**src/state_gate_settings.svh**
```systemverilog
//////////////////////////////
// Width settings for the cell-state gate
// Q format and vector length
//////////////////////////////

`ifndef STATE_GATE_SETTINGS_SVH
`define STATE_GATE_SETTINGS_SVH

//////////////////////////////
// Datapath
//////////////////////////////

// Operand and result width, signed
`define GATE_DATA_WIDTH 16

// Fraction bits of the Q format
`define GATE_FRAC_BITS 8

//////////////////////////////
// Sequencing
//////////////////////////////

// Vector length and element counter
`define GATE_LENGTH_WIDTH 8

`endif

```
**src/gate_ctrl_pkg.sv**
```systemverilog
//////////////////////////////
// Decode state enum
//////////////////////////////

`default_nettype none

package gate_ctrl_pkg;

  //////////////////////////////
  // Decode FSM
  //////////////////////////////

  typedef enum logic [1:0] {
    // Waiting for START
    DECODE_IDLE    = 2'd0,
    // Gathering operands of the current element
    DECODE_COLLECT = 2'd1,
    // All elements issued, waiting for READY
    DECODE_DRAIN   = 2'd2
  } decode_state_t;

endpackage

`default_nettype wire

```
**src/gate_types_pkg.sv**
```systemverilog
//////////////////////////////
// Packed structs for element operands
// and element results
//////////////////////////////

`default_nettype none

`include "state_gate_settings.svh"

package gate_types_pkg;

  // One element on its way into the multiply-add
  // Operands are signed Q values carried as raw bits
  typedef struct packed {
    logic [`GATE_DATA_WIDTH-1:0] f;
    logic [`GATE_DATA_WIDTH-1:0] s;
    logic [`GATE_DATA_WIDTH-1:0] i;
    logic [`GATE_DATA_WIDTH-1:0] a;
    // Final element of the vector
    logic                        last;
    // Marker only, no operands (zero length)
    logic                        empty;
  } gate_element_t;

  // One element after saturation
  typedef struct packed {
    logic [`GATE_DATA_WIDTH-1:0] value;
    // Result was clipped
    logic                        overflow;
    logic                        last;
    logic                        empty;
  } gate_result_t;

endpackage

`default_nettype wire

```
**src/gate_fixed_mac.sv**
```systemverilog
//////////////////////////////
// Execute block: two-stage signed
// multiply-add with saturation
//////////////////////////////

`timescale 1ns/1ps
`default_nettype none

`include "state_gate_settings.svh"

module gate_fixed_mac
  import gate_types_pkg::*;
(
  input  wire logic           CLK,
  input  wire logic           RST,
  input  wire gate_element_t  issue_element,
  input  wire logic           issue_valid,
  output gate_result_t        mac_result,
  output logic                mac_valid
);

  localparam int DW = `GATE_DATA_WIDTH;
  localparam int FB = `GATE_FRAC_BITS;
  // Full product and sum widths
  localparam int PW = 2 * DW;
  localparam int SW = PW + 1;

  //////////////////////////////
  // Stage one, products
  //////////////////////////////

  logic signed [PW-1:0] prod_fs, prod_ia;
  logic signed [PW-1:0] prod_fs_q, prod_ia_q;
  logic                 last_q1;
  logic                 valid_q1;
  logic                 marker;

  assign prod_fs = $signed(issue_element.f) * $signed(issue_element.s);
  assign prod_ia = $signed(issue_element.i) * $signed(issue_element.a);

  // Empty markers carry no operands
  assign marker = issue_valid && issue_element.empty;

  always_ff @(posedge CLK) begin
    prod_fs_q <= prod_fs;
    prod_ia_q <= prod_ia;
    last_q1   <= issue_element.last;
  end

  //////////////////////////////
  // Stage two, sum and clip
  //////////////////////////////

  logic signed [SW-1:0] sum;
  logic signed [SW-1:0] shifted;
  logic                 fits;
  logic [DW-1:0]        sat_value;
  gate_result_t         res_q;
  logic                 valid_q2;

  always_comb begin
    sum     = prod_fs_q + prod_ia_q;
    // Arithmetic shift, rounds toward minus infinity
    shifted = sum >>> FB;
    // In range when all bits above the result sign match it
    fits    = (shifted[SW-1:DW-1] == {(SW-DW+1){shifted[SW-1]}});
    if (fits)
      sat_value = shifted[DW-1:0];
    else if (shifted[SW-1])
      sat_value = {1'b1, {(DW-1){1'b0}}};
    else
      sat_value = {1'b0, {(DW-1){1'b1}}};
  end

  always_ff @(posedge CLK) begin
    res_q <= '{value: sat_value, overflow: !fits, last: last_q1, empty: 1'b0};
  end

  // Valid bits, one element may enter per cycle
  always_ff @(posedge CLK or posedge RST) begin
    if (RST) begin
      valid_q1 <= 1'b0;
      valid_q2 <= 1'b0;
    end else begin
      valid_q1 <= issue_valid && !issue_element.empty;
      valid_q2 <= valid_q1;
    end
  end

  //////////////////////////////
  // Output select
  //////////////////////////////

  // Marker skips both stages; pipeline is always empty behind a zero-length START
  always_comb begin
    if (marker)
      mac_result = '{value: '0, overflow: 1'b0, last: issue_element.last, empty: 1'b1};
    else
      mac_result = res_q;
  end

  assign mac_valid = valid_q2 || marker;

endmodule

`default_nettype wire

```
**src/gate_input_decode.sv**
```systemverilog
//////////////////////////////
// Decode block: operand capture per element,
// element counting and vector sequencing
//////////////////////////////

`timescale 1ns/1ps
`default_nettype none

`include "state_gate_settings.svh"

module gate_input_decode
  import gate_types_pkg::*, gate_ctrl_pkg::*;
(
  input  wire logic                          CLK,
  input  wire logic                          RST,

  // Control
  input  wire logic                          START,
  input  wire logic                          READY,
  output logic                               accept_start,

  // Operands with their strobes
  input  wire logic [`GATE_LENGTH_WIDTH-1:0] SIZE_L_IN,
  input  wire logic [`GATE_DATA_WIDTH-1:0]   S_IN,
  input  wire logic [`GATE_DATA_WIDTH-1:0]   I_IN,
  input  wire logic [`GATE_DATA_WIDTH-1:0]   F_IN,
  input  wire logic [`GATE_DATA_WIDTH-1:0]   A_IN,
  input  wire logic                          S_IN_ENABLE,
  input  wire logic                          I_IN_ENABLE,
  input  wire logic                          F_IN_ENABLE,
  input  wire logic                          A_IN_ENABLE,

  // To execute
  output gate_element_t                      issue_element,
  output logic                               issue_valid
);

  //////////////////////////////
  // Signals
  //////////////////////////////

  decode_state_t                  state;
  logic [`GATE_LENGTH_WIDTH-1:0]  len_q;
  logic [`GATE_LENGTH_WIDTH-1:0]  count;
  logic [`GATE_LENGTH_WIDTH-1:0]  count_next;

  // Captured operands of the element being built
  logic [`GATE_DATA_WIDTH-1:0]    f_q, s_q, i_q, a_q;
  logic [`GATE_DATA_WIDTH-1:0]    f_sel, s_sel, i_sel, a_sel;

  // Seen bits, order f s i a
  logic [3:0]                     seen;
  logic [3:0]                     seen_next;

  logic                           elem_done;
  logic                           elem_last;
  logic                           zero_len;

  //////////////////////////////
  // Element assembly
  //////////////////////////////

  assign accept_start = START && (state == DECODE_IDLE);
  assign zero_len     = (SIZE_L_IN == '0);

  always_comb begin
    // Same-cycle strobes win over stored values
    f_sel      = F_IN_ENABLE ? F_IN : f_q;
    s_sel      = S_IN_ENABLE ? S_IN : s_q;
    i_sel      = I_IN_ENABLE ? I_IN : i_q;
    a_sel      = A_IN_ENABLE ? A_IN : a_q;
    seen_next  = seen | {F_IN_ENABLE, S_IN_ENABLE, I_IN_ENABLE, A_IN_ENABLE};
    elem_done  = (state == DECODE_COLLECT) && (&seen_next);
    count_next = count + 1'b1;
    // Last when this element brings the count up to the length
    elem_last  = (count_next == len_q);
  end

  // Operand capture, repeated strobes overwrite
  always_ff @(posedge CLK) begin
    if (state == DECODE_COLLECT) begin
      if (F_IN_ENABLE)
        f_q <= F_IN;
      if (S_IN_ENABLE)
        s_q <= S_IN;
      if (I_IN_ENABLE)
        i_q <= I_IN;
      if (A_IN_ENABLE)
        a_q <= A_IN;
    end
  end

  //////////////////////////////
  // Sequencing FSM
  //////////////////////////////

  always_ff @(posedge CLK or posedge RST) begin
    if (RST) begin
      state       <= DECODE_IDLE;
      len_q       <= '0;
      count       <= '0;
      seen        <= '0;
      issue_valid <= 1'b0;
    end else begin
      issue_valid <= 1'b0;
      case (state)
        DECODE_IDLE: begin
          if (START) begin
            len_q <= SIZE_L_IN;
            count <= '0;
            seen  <= '0;
            // Zero length goes straight to drain with a marker
            if (zero_len) begin
              state       <= DECODE_DRAIN;
              issue_valid <= 1'b1;
            end else begin
              state <= DECODE_COLLECT;
            end
          end
        end
        DECODE_COLLECT: begin
          if (elem_done) begin
            seen        <= '0;
            count       <= count_next;
            issue_valid <= 1'b1;
            if (elem_last)
              state <= DECODE_DRAIN;
          end else begin
            seen <= seen_next;
          end
        end
        DECODE_DRAIN: begin
          // Result side has shown the last element
          if (READY)
            state <= DECODE_IDLE;
        end
        default: state <= DECODE_IDLE;
      endcase
    end
  end

  // Issued element payload
  always_ff @(posedge CLK) begin
    if (elem_done) begin
      issue_element <= '{f: f_sel, s: s_sel, i: i_sel, a: a_sel,
                         last: elem_last, empty: 1'b0};
    end else if (accept_start && zero_len) begin
      issue_element <= '{f: '0, s: '0, i: '0, a: '0, last: 1'b1, empty: 1'b1};
    end
  end

endmodule

`default_nettype wire

```
**src/gate_result_collect.sv**
```systemverilog
//////////////////////////////
// Result block: output strobe,
// completion pulse, sticky overflow
//////////////////////////////

`timescale 1ns/1ps
`default_nettype none

`include "state_gate_settings.svh"

module gate_result_collect
  import gate_types_pkg::*;
(
  input  wire logic                        CLK,
  input  wire logic                        RST,

  // Accepted START from decode
  input  wire logic                        accept_start,

  // From execute
  input  wire gate_result_t                mac_result,
  input  wire logic                        mac_valid,

  // External
  output logic [`GATE_DATA_WIDTH-1:0]      S_OUT,
  output logic                             S_OUT_ENABLE,
  output logic                             READY,
  output logic                             OVERFLOW
);

  //////////////////////////////
  // Qualifiers
  //////////////////////////////

  logic has_value;
  logic clipped;

  // Real result, not a zero-length marker
  assign has_value = mac_valid && !mac_result.empty;
  assign clipped   = has_value && mac_result.overflow;

  //////////////////////////////
  // Strobes and flags
  //////////////////////////////

  always_ff @(posedge CLK or posedge RST) begin
    if (RST) begin
      S_OUT_ENABLE <= 1'b0;
      READY        <= 1'b0;
      OVERFLOW     <= 1'b0;
    end else begin
      S_OUT_ENABLE <= has_value;
      // Completion on the last element, empty or not
      READY        <= mac_valid && mac_result.last;
      // Sticky across the vector
      if (accept_start)
        OVERFLOW <= 1'b0;
      else if (clipped)
        OVERFLOW <= 1'b1;
    end
  end

  // Output value
  always_ff @(posedge CLK) begin
    if (has_value)
      S_OUT <= mac_result.value;
  end

endmodule

`default_nettype wire

```
**src/state_gate_vector.sv**
```systemverilog
//////////////////////////////
// Cell-state gate top: decode,
// execute and result blocks
//////////////////////////////

`timescale 1ns/1ps
`default_nettype none

`include "state_gate_settings.svh"

module state_gate_vector
  import gate_types_pkg::*;
(
  input  wire logic                          CLK,
  input  wire logic                          RST,

  // Control
  input  wire logic                          START,
  output logic                               READY,
  output logic                               OVERFLOW,

  // Operands
  input  wire logic [`GATE_LENGTH_WIDTH-1:0] SIZE_L_IN,
  input  wire logic [`GATE_DATA_WIDTH-1:0]   S_IN,
  input  wire logic [`GATE_DATA_WIDTH-1:0]   I_IN,
  input  wire logic [`GATE_DATA_WIDTH-1:0]   F_IN,
  input  wire logic [`GATE_DATA_WIDTH-1:0]   A_IN,
  input  wire logic                          S_IN_ENABLE,
  input  wire logic                          I_IN_ENABLE,
  input  wire logic                          F_IN_ENABLE,
  input  wire logic                          A_IN_ENABLE,

  // Result
  output logic [`GATE_DATA_WIDTH-1:0]        S_OUT,
  output logic                               S_OUT_ENABLE
);

  gate_element_t issue_element;
  logic          issue_valid;
  gate_result_t  mac_result;
  logic          mac_valid;
  logic          accept_start;

  // Operand collection, READY closes the vector
  gate_input_decode decode0 (
    .CLK           (CLK),
    .RST           (RST),
    .START         (START),
    .READY         (READY),
    .accept_start  (accept_start),
    .SIZE_L_IN     (SIZE_L_IN),
    .S_IN          (S_IN),
    .I_IN          (I_IN),
    .F_IN          (F_IN),
    .A_IN          (A_IN),
    .S_IN_ENABLE   (S_IN_ENABLE),
    .I_IN_ENABLE   (I_IN_ENABLE),
    .F_IN_ENABLE   (F_IN_ENABLE),
    .A_IN_ENABLE   (A_IN_ENABLE),
    .issue_element (issue_element),
    .issue_valid   (issue_valid)
  );

  // s = f*s_prev + i*a
  gate_fixed_mac mac0 (
    .CLK           (CLK),
    .RST           (RST),
    .issue_element (issue_element),
    .issue_valid   (issue_valid),
    .mac_result    (mac_result),
    .mac_valid     (mac_valid)
  );

  gate_result_collect result0 (
    .CLK           (CLK),
    .RST           (RST),
    .accept_start  (accept_start),
    .mac_result    (mac_result),
    .mac_valid     (mac_valid),
    .S_OUT         (S_OUT),
    .S_OUT_ENABLE  (S_OUT_ENABLE),
    .READY         (READY),
    .OVERFLOW      (OVERFLOW)
  );

endmodule

`default_nettype wire

```
**config.mk**
```make
export PLATFORM = sky130hd
export DESIGN_NAME = state_gate_vector
export DESIGN_NICKNAME = d
export VERILOG_FILES = /design/src/gate_ctrl_pkg.sv /design/src/gate_types_pkg.sv /design/src/gate_fixed_mac.sv /design/src/gate_input_decode.sv /design/src/gate_result_collect.sv /design/src/state_gate_vector.sv
export VERILOG_INCLUDE_DIRS = /design/src
export SDC_FILE = /design/constraint.sdc
export NUM_CORES = 2
export LEC_CHECK = 0
export ABC_CLOCK_PERIOD_IN_PS = 16660
export BUFFER_PORTS_ARGS = -buffer_cell sky130_fd_sc_hd__buf_4
export CAP_MARGIN = 0
export CORE_MARGIN = 10
export CORE_UTILIZATION = 46
export CTS_BUF_LIST = sky130_fd_sc_hd__clkbuf_8
export DETAILED_ROUTE_END_ITERATION = 7
export PLACE_DENSITY = 0.62
export SYNTH_ARGS = -nofsm -noshare
export SYNTH_HDL_FRONTEND = slang
export SYNTH_HIERARCHICAL = 1
export SYNTH_SLANG_ARGS = --single-unit
```
**constraint.sdc**
```tcl
create_clock -name CLK -period 16.66 [get_ports CLK]
set_input_delay 3.332 -clock CLK [delete_from_list [all_inputs] [get_ports CLK]]
set_output_delay 3.332 -clock CLK [all_outputs]
set_load 0.1 [all_outputs]
```
==> results by group <==
Clock network
  – Resize count post-CTS: 0
  – CTS Sinks: 257
  – Post-CTS Setup Inserts: 0
  – CTS Buf Count: 50
  – Clk Latency, worst-skew pair: 0.68 ns
  – Post-cts hold buffer count: 0
  – H-tree depth: 2
  – CTS tree: built
  – Root buf cell: clkbuf_8
  – Clock Path Buffers: 3
  – Clock Pin Slew Worst Setup and Hold Paths: 0.06 ns

Finish
  – Fill cells: 6067
  – Fin nets: 3815
  – Synth-to-Final Area Change: 8.21%
  – Layout cells sized above 1: 9.29%

Setup path
  – Slowest-stage cell, CP: edfxtp_1
  – Worst reg2reg startpoint: decode0/issue_element[35]$_DFFE_PP_
  – Worst-path cell chain: nand2_1, inv_1, fa_1, inv_1, fa_1, fa_1, inv_1, fa_1, fa_1, inv_1, fa_1, inv_1, ha_1, a21o_1, a21o_1, a211o_1, a21o_1, a21oi_1, a21boi_0, o21a_1, a221o_1, a2111oi_0, nor3_1
  – R2R cell count: 23
  – Cell mode on critical path: fa_1
  – CP Launch Type: flip-flop
  – Crit path capture type: flip-flop
  – CP arrival: 7.49 ns
  – WS Path Type: flip-flop to flip-flop
  – Reg2Reg Setup Slack: 9.73 ns
  – Max incr delay on CP: 0.75 ns
  – Critical Path Fanout Max: 16
  – CP required: 17.22 ns
  – Reg2reg end: mac0/prod_fs_q[31]$_DFF_P_

STA
  – Period Utilization, post-route: 41.6%
  – Final setup viols: 0
  – Total negative slack: 0 ns
  – Worst-Margin Slew: 1.11 ns
  – Relative slew slack: 25.9%
  – Hold Vio Cnt, Final: 0
  – Fmax: 144 MHz
  – Clk_skew: 0.0453 ns
  – RSZ-0062 raised after global routing: false
  – Tmin final: 6.93 ns
  – Final Max Slew Viols: 0

Run status
  – Status: complete, no violations

Drt
  – Drt wl/cell: 17.7 um
  – Post-route DRC violation count: 0
  – Drt first-iter violations: 989
  – Vias: 20.2k
  – Routed WL: 69.3 mm
  – Routed Antenna Nets: 0
  – First-pass detailed-route iteration total: 5
  – Vias per std cell: 5.14

Global route
  – Total track usage: 18.6%
  – Vias in the first global route: 22.4k
  – Initial antenna violation count: 1
  – Pin count of the biggest net entering global routing: 71
  – Total grt overflow: 0
  – First-pass GRT wire length: 116 mm

Yosys
  – Count leader, synth: inv_1
  – #FFs+latches synth: 257
  – Yosys warns: 6
  – Mapped Nets: 3754
  – Mapped cell area: 30300 um2
  – Post-synth top cells: inv_1, fa_1, and2_1, nand2_1, ha_1
  – Yosys top cell by area: fa_1
  – Ys async rst share: 10.9%
  – Most area-consuming cells after synthesis: fa_1, edfxtp_1, ha_1, inv_1, and2_1
  – Ys flop type: edfxtp_1
  – Post-Syn Instances: 2955
  – Post-synthesis sequential area ratio: 22.2%
  – Average cell area after synthesis: 10.3 um2
  – Count of flip-flops with a built-in enable after synthesis: 145
  – Share of the synthesized area in the top cell type: 34.6%
  – Post-synth cell types: 94

Hold path
  – Min-Delay Path Depth: 0
  – Worst Hold Endpoint: mac0/res_q[1]$_DFF_P_
  – Min-delay worst type: flip-flop to flip-flop
  – HP Start: mac0/last_q1$_DFF_P_

Floorplanning
  – Core area: 65500 um2
  – Full die area: 76500 um2
  – Rows: 94
  – Starting Density: 46.2%
  – Die Y: 277 um
  – Chip width: 277 um
  – I/O Pins: 98

Placement
  – DP HPWL: 55.4 mm
  – Gpl congestion: 0.866
  – PortBufs: 97

Flow run
  – Max-cap violations: 0
## cell usage in the layout (no fill, tap or decap), types with 4 or more instances in the layout
| cell | count |
|---|---|
| buf_4 | 104 |
| o21ai_0 | 35 |
| fa_1 | 524 |
| dfxtp_1 | 84 |
| or2_2 | 4 |
| o21a_1 | 11 |
| clkinv_2 | 5 |
| inv_1 | 629 |
| a211o_1 | 5 |
| o21ai_1 | 4 |
| nor2b_1 | 9 |
| a211oi_1 | 10 |
| or3_1 | 4 |
| a41oi_1 | 4 |
| mux2_2 | 73 |
| ha_1 | 196 |
| edfxtp_1 | 145 |
| nand4_1 | 6 |
| a21o_1 | 34 |
| and2_1 | 329 |
| o21bai_1 | 5 |
| nand2_1 | 287 |
| o31ai_1 | 9 |
| and3_1 | 9 |
| nand3_1 | 23 |
| clkbuf_8 | 54 |
| xor2_1 | 31 |
| a21oi_1 | 72 |
| nor3_1 | 19 |
| nand2b_1 | 25 |
| nor2_1 | 85 |
| nor4_1 | 4 |
| dfrtp_1 | 28 |
| xnor2_1 | 64 |
| o211ai_1 | 5 |
| mux2i_1 | 15 |
| a31oi_1 | 4 |
| and4_1 | 4 |
## layout make-up
class                   count  area [um2]  share of cell area (%)
multi-input cells        1992       20800                    63.6
well taps                 864        1080                    3.30
diodes                      1        2.50                 0.00763
flip-flops and latches    257        6740                    20.5
inverters                 611        2290                    7.00
clock inverters            40         305                   0.931
clock buffers              54         743                    2.27
repair buffers            104         781                    2.38
## sequential cells by signal, indices dropped and copies added, names as in the netlist, 8 cells and up
name and count:
decode0/issue_element 66, mac0/res_q 18, decode0/len_q 8, decode0/f_q 16
decode0/count 8, mac0/prod_fs_q 32, decode0/s_q 16, mac0/prod_ia_q 32
result0/S_OUT 16, decode0/i_q 16, decode0/a_q 16
## per-layer routing
layer	share of wire [%]	global-route usage (%)	vias to the layer above
met5	0	0	-
met4	1.8	4.25	0
met3	4.6	3.13	71
met2	49	31.3	404
met1	45	24.8	10415
li1	-	-	9278
## stage by stage
stage	area [um2]	setup slack, ns	instances	utilization (%)	hold WS, ns
after floorplan	30300	10.23	2955	-	0.310
after global placement	31700	9.77	3828	48.4	0.313
after detailed placement	31700	9.69	3828	48.4	0.321
after CTS	32800	9.76	3922	50.0	0.332
after global routing	32800	9.35	3922	50.0	0.344
final	32800	9.73	3923	50.0	0.326
## worst max path at each step
stage,slack [ns],start,end,cells past startpoint
after floorplan,10.23,decode0/issue_element[64]$_DFFE_PP_,mac0/prod_fs_q[31]$_DFF_P_,23
final,9.73,decode0/issue_element[35]$_DFFE_PP_,mac0/prod_fs_q[31]$_DFF_P_,23
after global routing,9.35,decode0/issue_element[35]$_DFFE_PP_,mac0/prod_fs_q[31]$_DFF_P_,23
after CTS,9.76,decode0/issue_element[37]$_DFFE_PP_,mac0/prod_fs_q[31]$_DFF_P_,22
after global placement,9.77,decode0/issue_element[36]$_DFFE_PP_,mac0/prod_fs_q[31]$_DFF_P_,22
after detailed placement,9.69,decode0/issue_element[36]$_DFFE_PP_,mac0/prod_fs_q[31]$_DFF_P_,22
## critical path: cells and delay by family (launching register included)
family	cells	cell delay [ns]
flops	1	0.75
fa+ha+maj	7	3.15
buf+inv	5	0.41
compound gates	9	2.23
simple gates	2	0.28
## logic make-up after synthesis
kind of cell	share of synthesized area, %
AOI/OAI and AO/OA	5.75
xor gates and xnor gates	2.75
adders and majority gates	42.7
buffers and inverters	9.00
DFF	22.2
muxes	3.32
and+or+nand+nor	14.2
Power is left out: the tool's default activity adds up to more than one toggle a clock period on the data nets, which glitch-free logic cannot reach.
